==> config.mk <==
export PLATFORM = sky130hd
export DESIGN_NAME = icache_hit_sel
export DESIGN_NICKNAME = d
export VERILOG_FILES = /design/src/icache_pkg.sv /design/src/icache_hit_sel.sv
export SDC_FILE = /design/constraint.sdc
export NUM_CORES = 1
export LEC_CHECK = 0
export BUFFER_PORTS_ARGS = -buffer_cell sky130_fd_sc_hd__buf_2
export CORE_AREA = 2 2 316 318
export DETAILED_ROUTE_END_ITERATION = 10
export DIE_AREA = 0 0 318 320
export PLACE_DENSITY_LB_ADDON = 0.2
export SLEW_MARGIN = 20
export SYNTH_ARGS = -nofsm -noshare
export SYNTH_HDL_FRONTEND = slang
export SYNTH_SLANG_ARGS = --single-unit
==> constraint.sdc <==
create_clock -name clk_i -period 1.1 [get_ports clk_i]
set_input_delay 0.055 -clock clk_i [delete_from_list [all_inputs] [get_ports clk_i]]
set_output_delay 0.055 -clock clk_i [all_outputs]
set_load 0.01 [all_outputs]
==> src/icache_pkg.sv <==
////////////////////////////////////////////////////////////
// instruction cache shared definitions
// cache geometry, fetch address views and port structs
////////////////////////////////////////////////////////////

`default_nettype none

package icache_pkg;

  ////////////////////////////////////////////////////////////
  // geometry
  ////////////////////////////////////////////////////////////

  localparam int ADDR_W         = 32;
  localparam int FETCH_W        = 32;
  localparam int LINE_W         = 128;
  localparam int WORDS_PER_LINE = LINE_W / FETCH_W;
  localparam int WORD_SEL_W     = 2;
  localparam int OFFSET_W       = 4;
  localparam int NUM_SETS       = 16;
  localparam int SET_IDX_W      = 4;
  localparam int NUM_WAYS       = 4;
  localparam int WAY_IDX_W      = 2;
  localparam int TAG_W          = ADDR_W - SET_IDX_W - OFFSET_W;

  // replacement lfsr
  localparam int               LFSR_W    = 8;
  localparam logic [LFSR_W-1:0] LFSR_SEED = 8'ha5;

  ////////////////////////////////////////////////////////////
  // types
  ////////////////////////////////////////////////////////////

  // one bit per way
  typedef logic [NUM_WAYS-1:0] way_vec_t;

  // per-way tag and line words as read from a set
  typedef logic [NUM_WAYS-1:0][TAG_W-1:0]  tag_arr_t;
  typedef logic [NUM_WAYS-1:0][LINE_W-1:0] line_arr_t;

  // address split as the arrays see it
  typedef struct packed {
    logic [TAG_W-1:0]               tag;
    logic [SET_IDX_W-1:0]           set_idx;
    logic [WORD_SEL_W-1:0]          word_sel;
    logic [OFFSET_W-WORD_SEL_W-1:0] byte_sel;
  } fetch_addr_fields_t;

  // flat view for refill addresses, field view for lookup
  typedef union packed {
    logic [ADDR_W-1:0]  flat;
    fetch_addr_fields_t fields;
  } fetch_addr_u;

  typedef struct packed {
    logic        valid;
    fetch_addr_u addr;
    logic        cacheable;
  } fetch_req_t;

  typedef struct packed {
    logic               valid;
    logic [FETCH_W-1:0] data;
  } fetch_rsp_t;

  // paddr is line aligned, or word aligned when nc is set
  typedef struct packed {
    logic                 valid;
    logic [ADDR_W-1:0]    paddr;
    logic                 nc;
    logic [WAY_IDX_W-1:0] way;
  } mem_req_t;

  typedef struct packed {
    logic              valid;
    logic [LINE_W-1:0] data;
  } mem_rtrn_t;

endpackage

`default_nettype wire
==> src/icache_hit_sel.sv <==
////////////////////////////////////////////////////////////
// tag compare and hit way encode
// fetch word select from hit line or refill line
// registered fetch response
////////////////////////////////////////////////////////////

`timescale 1ns/1ps
`default_nettype none

module icache_hit_sel import icache_pkg::*; (
  input  logic              clk_i,
  input  logic              rst_ni,
  input  fetch_addr_u       req_addr_i,
  input  tag_arr_t          tags_i,
  input  way_vec_t          valid_bits_i,
  input  line_arr_t         lines_i,
  input  logic [LINE_W-1:0] rtrn_line_i,
  input  logic              rsp_hit_en_i,
  input  logic              rsp_fill_en_i,
  output logic              hit_o,
  output fetch_rsp_t        fetch_rsp_o
);

  way_vec_t                     match;
  logic [WAY_IDX_W-1:0]         hit_way;
  logic [$clog2(LINE_W)-1:0]    bit_ofs;
  logic [FETCH_W-1:0]           hit_word;
  logic [FETCH_W-1:0]           fill_word;
  logic                         rsp_vld_q;
  logic [FETCH_W-1:0]           rsp_data_q;

  // per-way compare, lowest matching way wins
  always_comb begin : p_cmp
    hit_way = '0;
    for (int w = 0; w < NUM_WAYS; w++) begin
      match[w] = valid_bits_i[w] && (tags_i[w] == req_addr_i.fields.tag);
    end
    for (int w = NUM_WAYS - 1; w >= 0; w--) begin
      if (match[w]) begin
        hit_way = WAY_IDX_W'(w);
      end
    end
  end

  assign hit_o = |match;

  // word select is the same for hit and refill
  assign bit_ofs   = {req_addr_i.fields.word_sel, {$clog2(FETCH_W){1'b0}}};
  assign hit_word  = lines_i[hit_way][bit_ofs +: FETCH_W];
  assign fill_word = rtrn_line_i[bit_ofs +: FETCH_W];

  ////////////////////////////////////////////////////////////
  // response register
  ////////////////////////////////////////////////////////////

  always_ff @(posedge clk_i or negedge rst_ni) begin : p_rsp_vld
    if (!rst_ni) begin
      rsp_vld_q <= 1'b0;
    end else begin
      rsp_vld_q <= rsp_hit_en_i | rsp_fill_en_i;
    end
  end

  always_ff @(posedge clk_i) begin : p_rsp_data
    if (rsp_hit_en_i) begin
      rsp_data_q <= hit_word;
    end else if (rsp_fill_en_i) begin
      rsp_data_q <= fill_word;
    end
  end

  assign fetch_rsp_o.valid = rsp_vld_q;
  assign fetch_rsp_o.data  = rsp_data_q;

endmodule

`default_nettype wire

**Yosys cells after proc, flatten, opt, wreduce, memory -nomap -nowiden**

Index checks and enable logic that the tools add are counted.

- Bits of input ports: 776
- Logic and storage cells: 24
- Output and inout bits: 34
- Bits in registers: 33

- Bitwise operators: 1
- Muxes and demuxes: 8
- Eq/ne operators: 4
- Shifts and indexed selects: 2
- Reduce and logical (&&, ||, !) cells: 6
- $lt $le $gt $ge: 1

Operators with widths:

| operator | count |
|---|---|
| $bmux 128 s2 | 1 |
| $shiftx 128x8->32 | 2 |
| $mux 128 | 1 |
| $eq 24x24->1 | 4 |
| $mux 32 | 2 |
| $mux 2 | 4 |
| $logic_and 1x1->1 | 4 |
| $reduce_or 4->1 | 1 |
| $lt 2x3->1 const B | 1 |
| $reduce_bool 2->1 | 1 |
| $or 1x1->1 | 1 |

**Logic depth before layout (Yosys ltp)**

- Depth after elaboration: 10
- Depth in mapped cells: 12
- Depth with buffers taken out: 9

**Least setup slack after synthesis**

No wires, ideal clock.

- Path kind: input to register
- Start point: input req_addr_i[23] (netlist bit)
- End point: register rsp_data_q[16] (data pin)
- Path buffers: 3
- Arrival: 1.835 ns
- Data required time: 0.844 ns
- Library setup time: 0.256 ns
- Setup slack: -0.991 ns
- Stages on the path: 12
- Path through: xnor2_1 -> nand4_1 -> nor4_1 -> a211oi_1 -> o21ai_1 -> buf_2 -> buf_6 -> buf_2 -> mux2i_1 -> nor2_1 -> o22ai_1 -> nor2_1

- Word-level cells in the longest chain between the ends: 10
- Elaborated cells between the ends (all ways): 16
- Classes of those cells: eq/ne: 4; shift: 1; mux: 7; reduce/logical: 4

Ends and longest elaborated chain:

| what | RTL line | text |
|---|---|---|
| from (decl) | icache_hit_sel.sv:13 | `input fetch_addr_u req_addr_i,` |
| $eq 24x24->1 | icache_hit_sel.sv:36 | `match[w] = valid_bits_i[w] && (tags_i[w] == req_addr_i.fields.tag);` |
| $logic_and 1x1->1 | icache_hit_sel.sv:36 |  |
| $mux 2 (3 in series) | icache_hit_sel.sv:39 | `if (match[w]) begin` |
| $mux 2 * | icache_hit_sel.sv:39 |  |
| $bmux 128 s2 * | icache_hit_sel.sv:49 | `assign hit_word = lines_i[hit_way][bit_ofs +: FETCH_W];` |
| $mux 128 (not written as such) * | icache_hit_sel.sv:49 |  |
| $shiftx 128x8->32 * | icache_hit_sel.sv:49 |  |
| $mux 32 * | icache_hit_sel.sv:65 | `if (rsp_hit_en_i) begin` |
| to (signal assigned) | icache_hit_sel.sv:66 | `rsp_data_q <= hit_word;` |
| to (signal assigned) | icache_hit_sel.sv:68 | `rsp_data_q <= fill_word;` |
| to (decl) | icache_hit_sel.sv:30 | `logic [FETCH_W-1:0] rsp_data_q;` |

Mark *: on every way between the ends. The rest lies on a longest branch, timed or not. The select of a mux whose other input is x is not followed.
A chain may end at the register's enable or synchronous reset.

**Final worst setup path**

- Start point: input req_addr_i[8] (netlist bit)
- End point: register rsp_data_q[20] (data pin)

The elaborated chain is that of the path after synthesis.

==> impl_metrics.json <==
{
  "drt_pass1_iterations": 5,
  "antenna_found_initial": 24,
  "ios": 810,
  "clk_pin_slew_worst_paths_ns": 0.07,
  "endpoint": "rsp_data_q[20]$_DFFE_PP_",
  "worstPathMaxFanout": 5,
  "grt.overflow.total": 0,
  "die_w_um": 318,
  "ys.warnings.count": 0,
  "p_per_area_nw_per_um2": 493,
  "finalCriticalPeriod_ns": 2.59,
  "synth_cell_types": 37,
  "rows": 115,
  "fp.coreArea_sq_um": 98000,
  "outcome": "finished, violations left",
  "worst_pin_slew_ns": 0.541,
  "violations": "negative setup slack",
  "peakVddDrop_mv": 0.537,
  "fin_crit_sh_pct": 236,
  "dp_hpwl_mm": 66.7,
  "vias": 12300,
  "routabilityCongestion": 0.897,
  "clock_path_buffers": 2,
  "syn_to_final_growth_pct": 123,
  "grt_max_degree": 46,
  "start_util_pct": 7.97,
  "finalHoldViolCount": 0,
  "wirelength_mm": 79.4,
  "p_seq_share_pct": 19.4,
  "cts_tree": "done",
  "leakage_nw": 9.04,
  "grt_pass1_wl_mm": 104,
  "grt_pass1_vias": 13000,
  "final_net_count": 2800,
  "post-route-util_pct": 17.8,
  "netSwitchingFraction_pct": 42.1,
  "cp-end-kind": "register",
  "cp-startpoint": "req_addr_i[8]",
  "remaining_drc_errors": 0,
  "die_height_um": 320,
  "ys_ff_latch": 33,
  "final.fill_count": 11200,
  "cp.required_ns": 1.17,
  "fin_ws_ns": -1.49,
  "cts.sinks": 33,
  "htreeDepth": 2,
  "synth-seq-area-share_pct": 12.6,
  "cap_violations": 0,
  "multi_input_area_sq_um": 7550,
  "wire_per_inst_um": 23.9,
  "regArea_sq_um": 986,
  "combPwrFrac_pct": 60.9,
  "relSlewSlack_pct": 63.8,
  "dieArea_sq_um": 102000,
  "rsz0062_at_grt": "yes",
  "worstSetupPathType": "in -> reg",
  "min_path_type": "in -> async",
  "setup_violations": 42,
  "fmax_ghz": 0.386,
  "syn-num-nets": 1815,
  "cts-root-buf": "clkbuf_16",
  "vias_per_cell": 3.71,
  "layout-drive-gt1-share_pct": 61.3,
  "drtIter0Drc": 731,
  "cts_buffers": 5,
  "syn_area_per_cell_sq_um": 7.52,
  "drtAntennaViolNets": 0,
  "start_kind": "input port",
  "critPathArrivalTime_ns": 2.66,
  "synthCells": 1039,
  "grt_usage_pct": 14.7,
  "p_int_mw": 4.97,
  "power_frac_clock_pct": 19.7,
  "post-place-ws_ns": -2.32,
  "report.final.slew_viol_count": 0,
  "syn_area_sq_um": 7810,
  "net-switching-power_mw": 3.61,
  "io_buffers": 803
}
==> sequential cells by signal (all words and copies together) (netlist names) <==
signal	cells
rsp_data_q	32
rsp_vld_q	1
==> placed cells by master (no fill, tap or decap), types with 11 or more instances in the layout <==
master / synthesis / layout
xnor2_2: 0 / 21
o22ai_1: 64 / 40
mux2i_4: 0 / 27
xor2_1: 52 / 42
nand4_1: 19 / 19
buf_4: 13 / 170
a21boi_0: 32 / 32
a21oi_1: 64 / 64
buf_2: 17 / 783
nor2_1: 163 / 153
o22ai_2: 0 / 21
buf_16: 0 / 12
inv_1: 32 / 32
edfxtp_1: 32 / 32
buf_12: 0 / 33
mux2i_1: 256 / 199
o21ai_1: 28 / 52
o221ai_1: 32 / 23
nor4_2: 2 / 11
buf_6: 8 / 52
mux2i_2: 0 / 30
o21ai_0: 70 / 34
xnor2_1: 44 / 21
==> through the flow <==
stage               hold WS, ns  std cells  total power [mW]  cell area, sq um  TNS, ns
finish                   0.0554       3322              8.58             17400   -46.11
CTS                      0.0120       3299              8.64             16700   -45.80
floorplan                -0.241       1039              3.09              7840   -30.33
global route             0.0308       3320              9.17             17400   -48.99
global placement         -0.169       3274              6.47             15100   -77.29
detailed placement       -0.169       3274              6.43             15100   -77.64
==> layer usage <==
| metal | track usage, % | part of all wire (%) | vias up |
|---|---|---|---|
| li1 | - | - | 5832 |
| met1 | 17.6 | 41 | 5832 |
| met2 | 26.6 | 51 | 582 |
| met3 | 2.79 | 5.7 | 80 |
| met4 | 4.05 | 2.7 | 8 |
| met5 | 0 | 0.059 | - |
==> area by class of cell <==
type                       instances  share of cell area [%]
clock buffer                       5                   0.719
sequential                        33                    5.66
inverter                          33                   0.726
clock inverter                     3                   0.101
tap                             1287                    9.25
multi-input combinational        889                    43.3
antenna                           10                   0.144
timing repair buffer            1062                    40.1
==> logic make-up after synthesis <==
group           count (synthesis)  synth area share, %
buf+inv                       117                 7.29
mux                           256                 32.8
xor+xnor                       96                 10.8
simple gates                  244                 14.0
flops                          33                 12.6
compound gates                293                 22.5
==> power groups by stage <==
stage | logic (mW) | registers, mW | clock network, mW
finish | 5.22 | 1.66 | 1.69
global route | 5.61 | 1.69 | 1.87
CTS | 5.11 | 1.67 | 1.86
detailed placement | 4.73 | 1.70 | 0
global placement | 4.76 | 1.70 | 0
floorplan | 1.32 | 1.77 | 0
==> repair_timing <==
action | in CTS | in global routing
resized for setup | 258 | 99
pin swaps | 69 | 45
endpoints found under the setup margin | 35 | 33
hold buffers | 1 | 0
gates cloned | 7 | 3
buffers inserted | 18 | 12
hold endpoints to repair | 1 | 0
==> critical path, stage by stage <==
cell      delay [ns]
buf_6           0.11
xor2_2          0.17
nor4_2          0.34
buf_4           0.20
buf_6           0.08
nand4_1         0.15
a211oi_4        0.27
o21ai_4         0.12
buf_12          0.16
buf_16          0.15
buf_12          0.13
buf_4           0.14
mux2i_2         0.19
nor2_1          0.07
o22ai_2         0.22
nor2_1          0.08
==> how the worst min path moves through the flow <==
| stage | cells past startpoint | to | slack (ns) | start |
|---|---|---|---|---|
| final | 2 | rsp_vld_q$_DFF_PN0_ | 0.06 | rst_ni |
| after global routing | 2 | rsp_vld_q$_DFF_PN0_ | 0.03 | rst_ni |
| after CTS | 2 | rsp_vld_q$_DFF_PN0_ | 0.01 | rst_ni |
| after detailed placement | 1 | rsp_vld_q$_DFF_PN0_ | -0.17 | rst_ni |
| after global placement | 1 | rsp_vld_q$_DFF_PN0_ | -0.17 | rst_ni |
| after floorplan | 0 | rsp_vld_q$_DFF_PN0_ | -0.24 | rst_ni |
==> cells in the mapped netlist (all sizes together) <==
| library cell | n | area share [%] |
|---|---|---|
| mux2i | 256 | 33 |
| nor2 | 163 | 7.8 |
| o21ai | 98 | 6.3 |
| a21oi | 64 | 4.1 |
| o22ai | 64 | 5.1 |
| xor2 | 52 | 5.8 |
| xnor2 | 44 | 4.9 |
| buf | 42 | 3.7 |
| clkbuf | 42 | 2.0 |
| a21boi | 32 | 3.1 |
| edfxtp | 32 | 12 |
| inv | 32 | 1.5 |
| o221ai | 32 | 3.6 |
| nor4 | 24 | 2.1 |
| nand4 | 19 | 1.5 |
| nand2 | 12 | 0.58 |
| nor3 | 7 | 0.45 |
| nand3 | 6 | 0.38 |
| nand4b | 3 | 0.34 |
| or2 | 3 | 0.24 |
| nand2b | 2 | 0.16 |
| nor2b | 2 | 0.16 |
| a2111oi | 1 | 0.11 |
| a211oi | 1 | 0.096 |
| a21o | 1 | 0.096 |
| and2 | 1 | 0.080 |
| and3b | 1 | 0.11 |
| clkinv | 1 | 0.048 |
| dfrtp | 1 | 0.32 |
| nor3b | 1 | 0.096 |
(Power assumes the default switching activity.)
