===== src/icache_pkg.sv =====
////////////////////////////////////////////////////////////
// instruction cache shared definitions
// cache geometry, fetch address views and port structs
////////////////////////////////////////////////////////////

`default_nettype none

package icache_pkg;

  ////////////////////////////////////////////////////////////
  // geometry
  ////////////////////////////////////////////////////////////

  localparam int ADDR_W         = 32;
  localparam int FETCH_W        = 32;
  localparam int LINE_W         = 128;
  localparam int WORDS_PER_LINE = LINE_W / FETCH_W;
  localparam int WORD_SEL_W     = 2;
  localparam int OFFSET_W       = 4;
  localparam int NUM_SETS       = 16;
  localparam int SET_IDX_W      = 4;
  localparam int NUM_WAYS       = 4;
  localparam int WAY_IDX_W      = 2;
  localparam int TAG_W          = ADDR_W - SET_IDX_W - OFFSET_W;

  // replacement lfsr
  localparam int               LFSR_W    = 8;
  localparam logic [LFSR_W-1:0] LFSR_SEED = 8'ha5;

  ////////////////////////////////////////////////////////////
  // types
  ////////////////////////////////////////////////////////////

  // one bit per way
  typedef logic [NUM_WAYS-1:0] way_vec_t;

  // per-way tag and line words as read from a set
  typedef logic [NUM_WAYS-1:0][TAG_W-1:0]  tag_arr_t;
  typedef logic [NUM_WAYS-1:0][LINE_W-1:0] line_arr_t;

  // address split as the arrays see it
  typedef struct packed {
    logic [TAG_W-1:0]               tag;
    logic [SET_IDX_W-1:0]           set_idx;
    logic [WORD_SEL_W-1:0]          word_sel;
    logic [OFFSET_W-WORD_SEL_W-1:0] byte_sel;
  } fetch_addr_fields_t;

  // flat view for refill addresses, field view for lookup
  typedef union packed {
    logic [ADDR_W-1:0]  flat;
    fetch_addr_fields_t fields;
  } fetch_addr_u;

  typedef struct packed {
    logic        valid;
    fetch_addr_u addr;
    logic        cacheable;
  } fetch_req_t;

  typedef struct packed {
    logic               valid;
    logic [FETCH_W-1:0] data;
  } fetch_rsp_t;

  // paddr is line aligned, or word aligned when nc is set
  typedef struct packed {
    logic                 valid;
    logic [ADDR_W-1:0]    paddr;
    logic                 nc;
    logic [WAY_IDX_W-1:0] way;
  } mem_req_t;

  typedef struct packed {
    logic              valid;
    logic [LINE_W-1:0] data;
  } mem_rtrn_t;

endpackage

`default_nettype wire

===== src/icache_ctrl.sv =====
////////////////////////////////////////////////////////////
// instruction cache controller
// flush / idle / read / miss fsm, request latch,
// flush counter and refill request to memory
////////////////////////////////////////////////////////////

`timescale 1ns/1ps
`default_nettype none

module icache_ctrl import icache_pkg::*; (
  input  logic                 clk_i,
  input  logic                 rst_ni,
  input  logic                 flush_i,
  input  logic                 en_i,
  input  fetch_req_t           fetch_req_i,
  output logic                 fetch_ready_o,
  output mem_req_t             mem_req_o,
  input  logic                 mem_ack_i,
  input  mem_rtrn_t            mem_rtrn_i,
  output logic                 miss_o,
  input  logic                 hit_i,
  input  way_vec_t             valid_bits_i,
  output logic                 rd_en_o,
  output logic                 fill_en_o,
  output logic                 clr_en_o,
  output logic [SET_IDX_W-1:0] set_idx_o,
  output logic [WAY_IDX_W-1:0] fill_way_o,
  output fetch_addr_u          req_addr_o,
  output logic                 rsp_hit_en_o,
  output logic                 rsp_fill_en_o
);

  typedef enum logic [1:0] {
    FLUSH,
    IDLE,
    READ,
    MISS
  } state_e;

  state_e               state_d, state_q;
  logic                 cache_en_d, cache_en_q;
  logic                 flush_d, flush_q;
  logic [SET_IDX_W-1:0] flush_cnt_d, flush_cnt_q;
  // access goes to memory and is never allocated
  logic                 nc_d, nc_q;
  logic                 mem_vld_d, mem_vld_q;
  logic                 accept;
  logic                 capture;
  fetch_addr_u          req_addr_q;
  logic [WAY_IDX_W-1:0] victim_way, victim_q;
  logic                 full_q;

  ////////////////////////////////////////////////////////////
  // main fsm
  ////////////////////////////////////////////////////////////

  always_comb begin : p_fsm
    state_d       = state_q;
    // disabling acts at once, enabling goes through a flush
    cache_en_d    = cache_en_q & en_i;
    flush_d       = flush_q | flush_i;
    flush_cnt_d   = flush_cnt_q;
    nc_d          = nc_q;
    mem_vld_d     = mem_vld_q;
    accept        = 1'b0;
    capture       = 1'b0;
    fetch_ready_o = 1'b0;
    rd_en_o       = 1'b0;
    fill_en_o     = 1'b0;
    clr_en_o      = 1'b0;
    rsp_hit_en_o  = 1'b0;
    rsp_fill_en_o = 1'b0;
    miss_o        = 1'b0;
    set_idx_o     = req_addr_q.fields.set_idx;

    unique case (state_q)
      // one set cleared per cycle
      FLUSH: begin
        clr_en_o    = 1'b1;
        set_idx_o   = flush_cnt_q;
        flush_cnt_d = flush_cnt_q + 1'b1;
        if (flush_cnt_q == SET_IDX_W'(NUM_SETS - 1)) begin
          state_d    = IDLE;
          flush_d    = flush_i;
          cache_en_d = en_i;
        end
      end
      IDLE: begin
        if (flush_d || (en_i && !cache_en_q)) begin
          state_d = FLUSH;
        end else if (!mem_rtrn_i.valid) begin
          fetch_ready_o = 1'b1;
          if (fetch_req_i.valid) begin
            accept    = 1'b1;
            rd_en_o   = 1'b1;
            set_idx_o = fetch_req_i.addr.fields.set_idx;
            nc_d      = !fetch_req_i.cacheable || !cache_en_q;
            state_d   = READ;
          end
        end
      end
      // tag compare, victim way captured here
      READ: begin
        capture = 1'b1;
        if (hit_i && !nc_q && cache_en_q) begin
          rsp_hit_en_o = 1'b1;
          state_d      = IDLE;
        end else begin
          nc_d      = nc_q || !cache_en_q;
          mem_vld_d = 1'b1;
          state_d   = MISS;
        end
      end
      // hold the request until acked, then wait for the line
      MISS: begin
        if (mem_vld_q && mem_ack_i) begin
          mem_vld_d = 1'b0;
          miss_o    = !nc_q && cache_en_q;
        end
        if (mem_rtrn_i.valid) begin
          rsp_fill_en_o = 1'b1;
          fill_en_o     = !nc_q && cache_en_q;
          state_d       = IDLE;
        end
      end
      default: begin
        state_d = FLUSH;
      end
    endcase
  end

  always_ff @(posedge clk_i or negedge rst_ni) begin : p_regs
    if (!rst_ni) begin
      state_q     <= FLUSH;
      cache_en_q  <= 1'b0;
      flush_q     <= 1'b0;
      flush_cnt_q <= '0;
      nc_q        <= 1'b0;
      mem_vld_q   <= 1'b0;
    end else begin
      state_q     <= state_d;
      cache_en_q  <= cache_en_d;
      flush_q     <= flush_d;
      flush_cnt_q <= flush_cnt_d;
      nc_q        <= nc_d;
      mem_vld_q   <= mem_vld_d;
    end
  end

  // request address and victim data
  always_ff @(posedge clk_i) begin : p_payload
    if (accept) begin
      req_addr_q <= fetch_req_i.addr;
    end
    if (capture) begin
      victim_q <= victim_way;
      full_q   <= &valid_bits_i;
    end
  end

  ////////////////////////////////////////////////////////////
  // replacement and refill request
  ////////////////////////////////////////////////////////////

  icache_repl icache_repl_i (
    .clk_i        (clk_i),
    .rst_ni       (rst_ni),
    .valid_bits_i (valid_bits_i),
    .advance_i    (fill_en_o & full_q),
    .victim_way_o (victim_way)
  );

  assign mem_req_o.valid = mem_vld_q;
  // word address for nc, line address otherwise
  assign mem_req_o.paddr = nc_q ?
      {req_addr_q.flat[ADDR_W-1:OFFSET_W-WORD_SEL_W], {(OFFSET_W - WORD_SEL_W){1'b0}}} :
      {req_addr_q.flat[ADDR_W-1:OFFSET_W], {OFFSET_W{1'b0}}};
  assign mem_req_o.nc    = nc_q;
  assign mem_req_o.way   = victim_q;

  assign fill_way_o = victim_q;
  assign req_addr_o = req_addr_q;

endmodule

`default_nettype wire


===== src/icache_repl.sv =====
////////////////////////////////////////////////////////////
// victim way choice for line allocation
// lowest invalid way, else lfsr pick on a full set
////////////////////////////////////////////////////////////

`timescale 1ns/1ps
`default_nettype none

module icache_repl import icache_pkg::*; (
  input  logic                 clk_i,
  input  logic                 rst_ni,
  input  way_vec_t             valid_bits_i,
  input  logic                 advance_i,
  output logic [WAY_IDX_W-1:0] victim_way_o
);

  logic [LFSR_W-1:0]    lfsr_q;
  logic [WAY_IDX_W-1:0] inv_way;
  logic                 all_valid;

  // scan downwards so the lowest invalid way wins
  always_comb begin : p_inv_find
    inv_way = '0;
    for (int w = NUM_WAYS - 1; w >= 0; w--) begin
      if (!valid_bits_i[w]) begin
        inv_way = WAY_IDX_W'(w);
      end
    end
  end

  assign all_valid = &valid_bits_i;

  // x^8 + x^6 + x^5 + x^4 + 1, steps only on allocation into a full set
  always_ff @(posedge clk_i or negedge rst_ni) begin : p_lfsr
    if (!rst_ni) begin
      lfsr_q <= LFSR_SEED;
    end else if (advance_i) begin
      lfsr_q <= {lfsr_q[LFSR_W-2:0], lfsr_q[7] ^ lfsr_q[5] ^ lfsr_q[4] ^ lfsr_q[3]};
    end
  end

  assign victim_way_o = all_valid ? lfsr_q[WAY_IDX_W-1:0] : inv_way;

endmodule

`default_nettype wire


===== config.mk =====
export PLATFORM = sky130hd
export DESIGN_NAME = icache_ctrl
export DESIGN_NICKNAME = d
export VERILOG_FILES = /design/src/icache_pkg.sv /design/src/icache_ctrl.sv /design/src/icache_repl.sv
export SDC_FILE = /design/constraint.sdc
export NUM_CORES = 1
export LEC_CHECK = 0
export BUFFER_PORTS_ARGS = -buffer_cell sky130_fd_sc_hd__buf_2
export CORE_AREA = 2 2 99 101
export CTS_CLUSTER_DIAMETER = 150
export DETAILED_ROUTE_END_ITERATION = 7
export DIE_AREA = 0 0 101 103
export PLACE_DENSITY = 0.65
export SKIP_LAST_GASP = 1
export SYNTH_ARGS = -nofsm -noshare
export SYNTH_HDL_FRONTEND = slang
export SYNTH_HIERARCHICAL = 1
export SYNTH_SLANG_ARGS = --single-unit
export TNS_END_PERCENT = 5

===== constraint.sdc =====
create_clock -name clk_i -period 2.9 [get_ports clk_i]
set_input_delay 0.58 -clock clk_i [delete_from_list [all_inputs] [get_ports clk_i]]
set_output_delay 0.58 -clock clk_i [all_outputs]
set_load 0.01 [all_outputs]

## After elaboration in Yosys (flattened, before gate mapping)

Cells that the tools add are included.

- Register bits after elaboration: 53
- Input port bits: 173
- Word-level logic and storage cells: 94
- Output and inout bits: 81

- Bitwise operators: 6
- Equal/unequal tests: 13
- $add $sub $neg: 1
- Mux-type cells: 46
- Reduce and logical (&&, ||, !) cells: 18

Operators with widths:

| cell | count |
|---|---|
| 1-bit 2-to-1 mux | 27 |
| 2-bit 2-to-1 mux | 11 |
| 4-bit 2-to-1 mux | 4 |
| 2-bit inequality test, second input constant | 7 |
| 2-bit case mux with 4 select lines | 1 |
| 4-bit case mux with 2 select lines | 1 |
| 4-bit AND reduction | 2 |
| 3-bit inequality test, second input constant | 2 |
| 1-bit logical AND | 5 |
| 5-bit AND reduction | 1 |
| 4-bit by 1-bit adder with 4-bit output, second input constant | 1 |
| 2-bit equality test, second input constant | 2 |
| 4-bit equality test, second input constant | 1 |
| 1-bit case mux with 2 select lines | 2 |
| 2-bit nonzero test | 2 |
| 1-bit logical NOT | 3 |
| 1-bit logical OR | 3 |
| 3-bit AND reduction | 1 |
| 1-bit bitwise XOR | 3 |
| 1-bit bitwise AND | 2 |
| 2-bit by 1-bit equality test with 1-bit output, second input constant | 1 |
| 2-bit logical NOT | 1 |
| 1-bit OR | 1 |

## Longest topological paths before layout

- Depth after elaboration: 6
- Gate-level depth with buffers: 6
- Mapped depth without buffers: 6

## Modules after synthesis

Netlist, hierarchy kept.

By module, submodules not included:

| module | seq. area each (µm²) | cells each | area each (µm²) | instances |
|---|---|---|---|---|
| icache_ctrl | 1,301.2 | 151 | 2,073.2 | 1 |
| icache_repl | 205.2 | 28 | 357.8 | 1 |

## Worst setup path before layout

No wires, ideal clock.

- Path type: input to output
- From: in flush_i
- To: out rd_en_o
- Cell stages on the path: 3
- Required time: 2.320 ns
- Arrival: 2.358 ns
- Buffers on the path: 0
- Slack: -0.038 ns
- Cell sequence: nor2_2 > nand3_1 > nor2_1

- Cells in the longest elaborated chain, start to end: 4

RTL lines:

| item | line | source |
|---|---|---|
| start, declared | icache_ctrl.sv:13 | `input logic flush_i,` |
| 1-bit OR | icache_ctrl.sv:61 | `flush_d = flush_q \| flush_i;` |
| 1-bit logical OR | icache_ctrl.sv:89 | `if (flush_d \|\| (en_i && !cache_en_q)) begin` |
| 1-bit 2-to-1 mux | icache_ctrl.sv:89 |  |
| 1-bit 2-to-1 mux | icache_ctrl.sv:76 | `unique case (state_q)` |
| end, declared | icache_ctrl.sv:23 | `output logic rd_en_o,` |

No other way between the ends.

## Worst setup path after layout

- From: reg state_q[0]
- To: out set_idx_o[2]

- Cells in the longest elaborated chain, start to end: 2
- Elaborated cells between the ends (all ways): 3
- Those cells by class: eq/ne (1); mux (1); reduce/logical (1)

RTL lines:

| item | line | source |
|---|---|---|
| start, declared | icache_ctrl.sv:40 | `state_e state_d, state_q;` |
| start signal, assigned | icache_ctrl.sv:141 | `state_q <= state_d;` |
| 2-bit by 1-bit equality test with 1-bit output or 2-bit logical NOT (tied branches) | icache_ctrl.sv:76 |  |
| 4-bit case mux with 2 select lines * | icache_ctrl.sv:76 |  |
| end, declared | icache_ctrl.sv:26 | `output logic [SET_IDX_W-1:0] set_idx_o,` |

Every way passes the cells marked *; elsewhere a longest branch is shown, timed or not.

==> impl_metrics.ini <==
[synth]
synth_fa_ha_area_share_pct = 2.573
syn_area_per_cell_um2 = 13.58
ys_types = 42
synth_compound_area_share_pct = 6.845
ys_ff_latch = 53
syn_area_um2 = 2431
ys_seq_area_share_pct = 61.97
synth_top_family_by_area = buffers and inverters
synth-xor-area-share_pct = 2.162
synthArstFlopShare_pct = 33.96
synthCells = 179
synth_simple_gate_area_share_pct = 7.977
synth-edff-count = 35
muxShareOfSynthArea_pct = 5.919
yosysWarnings = 6
synth_top_flop_cell = edfxtp_1

[route]
ant_nets = 0
via_count = 1627
viasPerCell = 4.172
dr.pass1.iters = 4
drt_wl_total_um = 6432
drc_errors = 0
drtIter0Drc = 63
drt-wirelength-per-cell_um = 16.49

[sta]
rsz0062_at_grt = false
hold_viol = 0
hold_ws_ns = 0.2006
slew_viol_final = 0
fmax_ghz = 0.4118
fin_crit_ns = 2.428
fin_crit_sh_pct = 83.73
finalSetupTns_ns = 0
clock_skew_ns = 0.009863
finalSetupViolations = 0

[floorplan]
row_count = 36
initial_utilization_pct = 25.70
fp.dieW_um = 101
num_io_pins = 254
fp.dieH_um = 103
die_area_um2 = 10400
core_area_um2 = 9459

[worst_setup_path]
cp_max_fo = 12
rr_endpoint = req_addr_o[19]
r2r_slack_ns = 1.12
reg2reg_depth = 5
end_kind = primary output
crit_required_ns = 2.32
arrival_ns = 1.85
rr_startpoint = state_q[1]
startpoint_type = register
path_class = reg -> out

[clocking]
cts.path.max_buffers = 2
cts_tree = done
clkTransAtPathRegs_ns = 0.10
cts_buffers = 5
clkLatencyLatePin_ns = 0.30
hold_buffers = 0
cts.sinks = 53
h-tree-depth = 2
cts_resized = 0
post_cts_buffers = 0
cts_root_buffer = clkbuf_8

[run_status]
outcome = finished clean

[cells_and_area]
layout-drive-gt1-share_pct = 53.99
insertedDiodeCount = 0
layout_commonest_cell = buf_2
fin_nets = 453
final_cell_mix = 123 x buf_2, 35 x edfxtp_1, 14 x dfrtp_1
synthToLayoutAreaGrowth_pct = 25.17

[grt]
grtUsageTotal_pct = 11.58
grt_pass1_vias = 1585
grt_overflow = 0
grt_pass1_wl_um = 8818
grt_max_degree = 33
grt_antenna_before_repair = 0

[pwr]
cellPowerDensity_nw_per_um2 = 595.1
p_leak_nw = 1.378
ir_worst_vdd_uv = 241.8
total_power_mw = 1.811

[placement]
dp_hpwl_um = 5234
io_buffer_count = 123
gp_congestion = 0.7479

[worst_hold_path]
hp-class = in -> async

[run]
cap_violations = 0
==> metrics by stage <==
step	instances	util [%]	area [µm²]	setup slack (ns)
global placement	382	31.05	2937	0.8056
CTS	390	32.17	3043	0.4424
detailed placement	382	31.05	2937	0.7941
global route	390	32.17	3043	0.3145
finish	390	32.17	3043	0.4718
floorplan	180	-	2437	0.5033
==> worst max-delay path by stage <==
stage / end / start / slack, ns
2_1_floorplan: rd_en_o / flush_i / 0.50
5_1_grt: set_idx_o[3] / state_q[1] / 0.31
3_5_place_dp: set_idx_o[2] / state_q[0] / 0.79
3_3_place_gp: set_idx_o[3] / fetch_req_i[33] / 0.81
4_1_cts: set_idx_o[2] / state_q[0] / 0.44
6_report: set_idx_o[2] / state_q[0] / 0.47
==> cell type report <==
| type | instances | area, µm² |
|---|---|---|
| Timing Repair Buffer | 124 | 623.1 |
| Inverter | 8 | 30.03 |
| Sequential cell | 53 | 1506 |
| Fill cell | 962 | 6416 |
| Clock buffer | 6 | 72.57 |
| Tap cell | 114 | 142.6 |
| Clock inverter | 2 | 33.78 |
| Multi-Input combinational cell | 83 | 634.4 |
==> registers in the layout (all words and copies together), names as in the netlist <==
signal / cells
cache_en_q: 1
fill_way_o: 2
flush_cnt_q: 4
flush_q: 1
full_q: 1
icache_repl_i/lfsr_q: 8
mem_vld_q: 1
nc_q: 1
req_addr_o: 32
state_q: 2
==> critical path: stages, from the launching register on <==
cell and delay (ns):
dfrtp_1 0.42, inv_1 0.10, ha_1 0.43, nor2_1 0.17, a22oi_1 0.18, o21ai_1 0.10
buf_2 0.15
==> kinds of logic (layout without fill, tap and decap cells) <==
group	Yosys count	after routing
AND/OR/NAND/NOR	33	33
XOR/XNOR	6	6
flip-flops	53	53
adder cells (fa/ha/maj)	5	5
other	1	2
multiplexers	13	13
AO/OA/AOI/OAI	24	24
buffers and inverters	44	140
==> power breakdown <==
part / internal (mW) / switching (mW) / leakage, nW / total [mW]
logic: 0.187 / 0.213 / 0.798 / 0.400
registers: 0.859 / 0.0593 / 0.527 / 0.918
clock network: 0.255 / 0.238 / 0.0528 / 0.493
==> Yosys cell counts (3+ instances only) <==
library cell	instances	area (µm²)
a22oi_1	4	30.03
buf_4	34	255.2
dfrtp_1	14	350.3
dfstp_2	4	105.1
edfxtp_1	35	1051
ha_1	5	62.56
inv_1	8	30.03
mux2_2	5	56.30
mux2i_1	5	50.05
nand2_1	7	26.28
nor2_1	6	22.52
o21ai_0	3	15.01
o21ai_1	5	25.02
xnor2_1	5	43.79
==> layer usage <==
layer | vias up | GRT usage (%) | part of all wire (%) | wire, µm
met5 | - | 0 | 0 | 0
li1 | 785 | - | - | -
met3 | 5 | 8.881 | 16 | 1039
met4 | 0 | 3.119 | 0.92 | 59
met1 | 764 | 13.69 | 41 | 2662
met2 | 73 | 16.46 | 42 | 2670
Note: power is estimated with default switching activity, not from simulation.
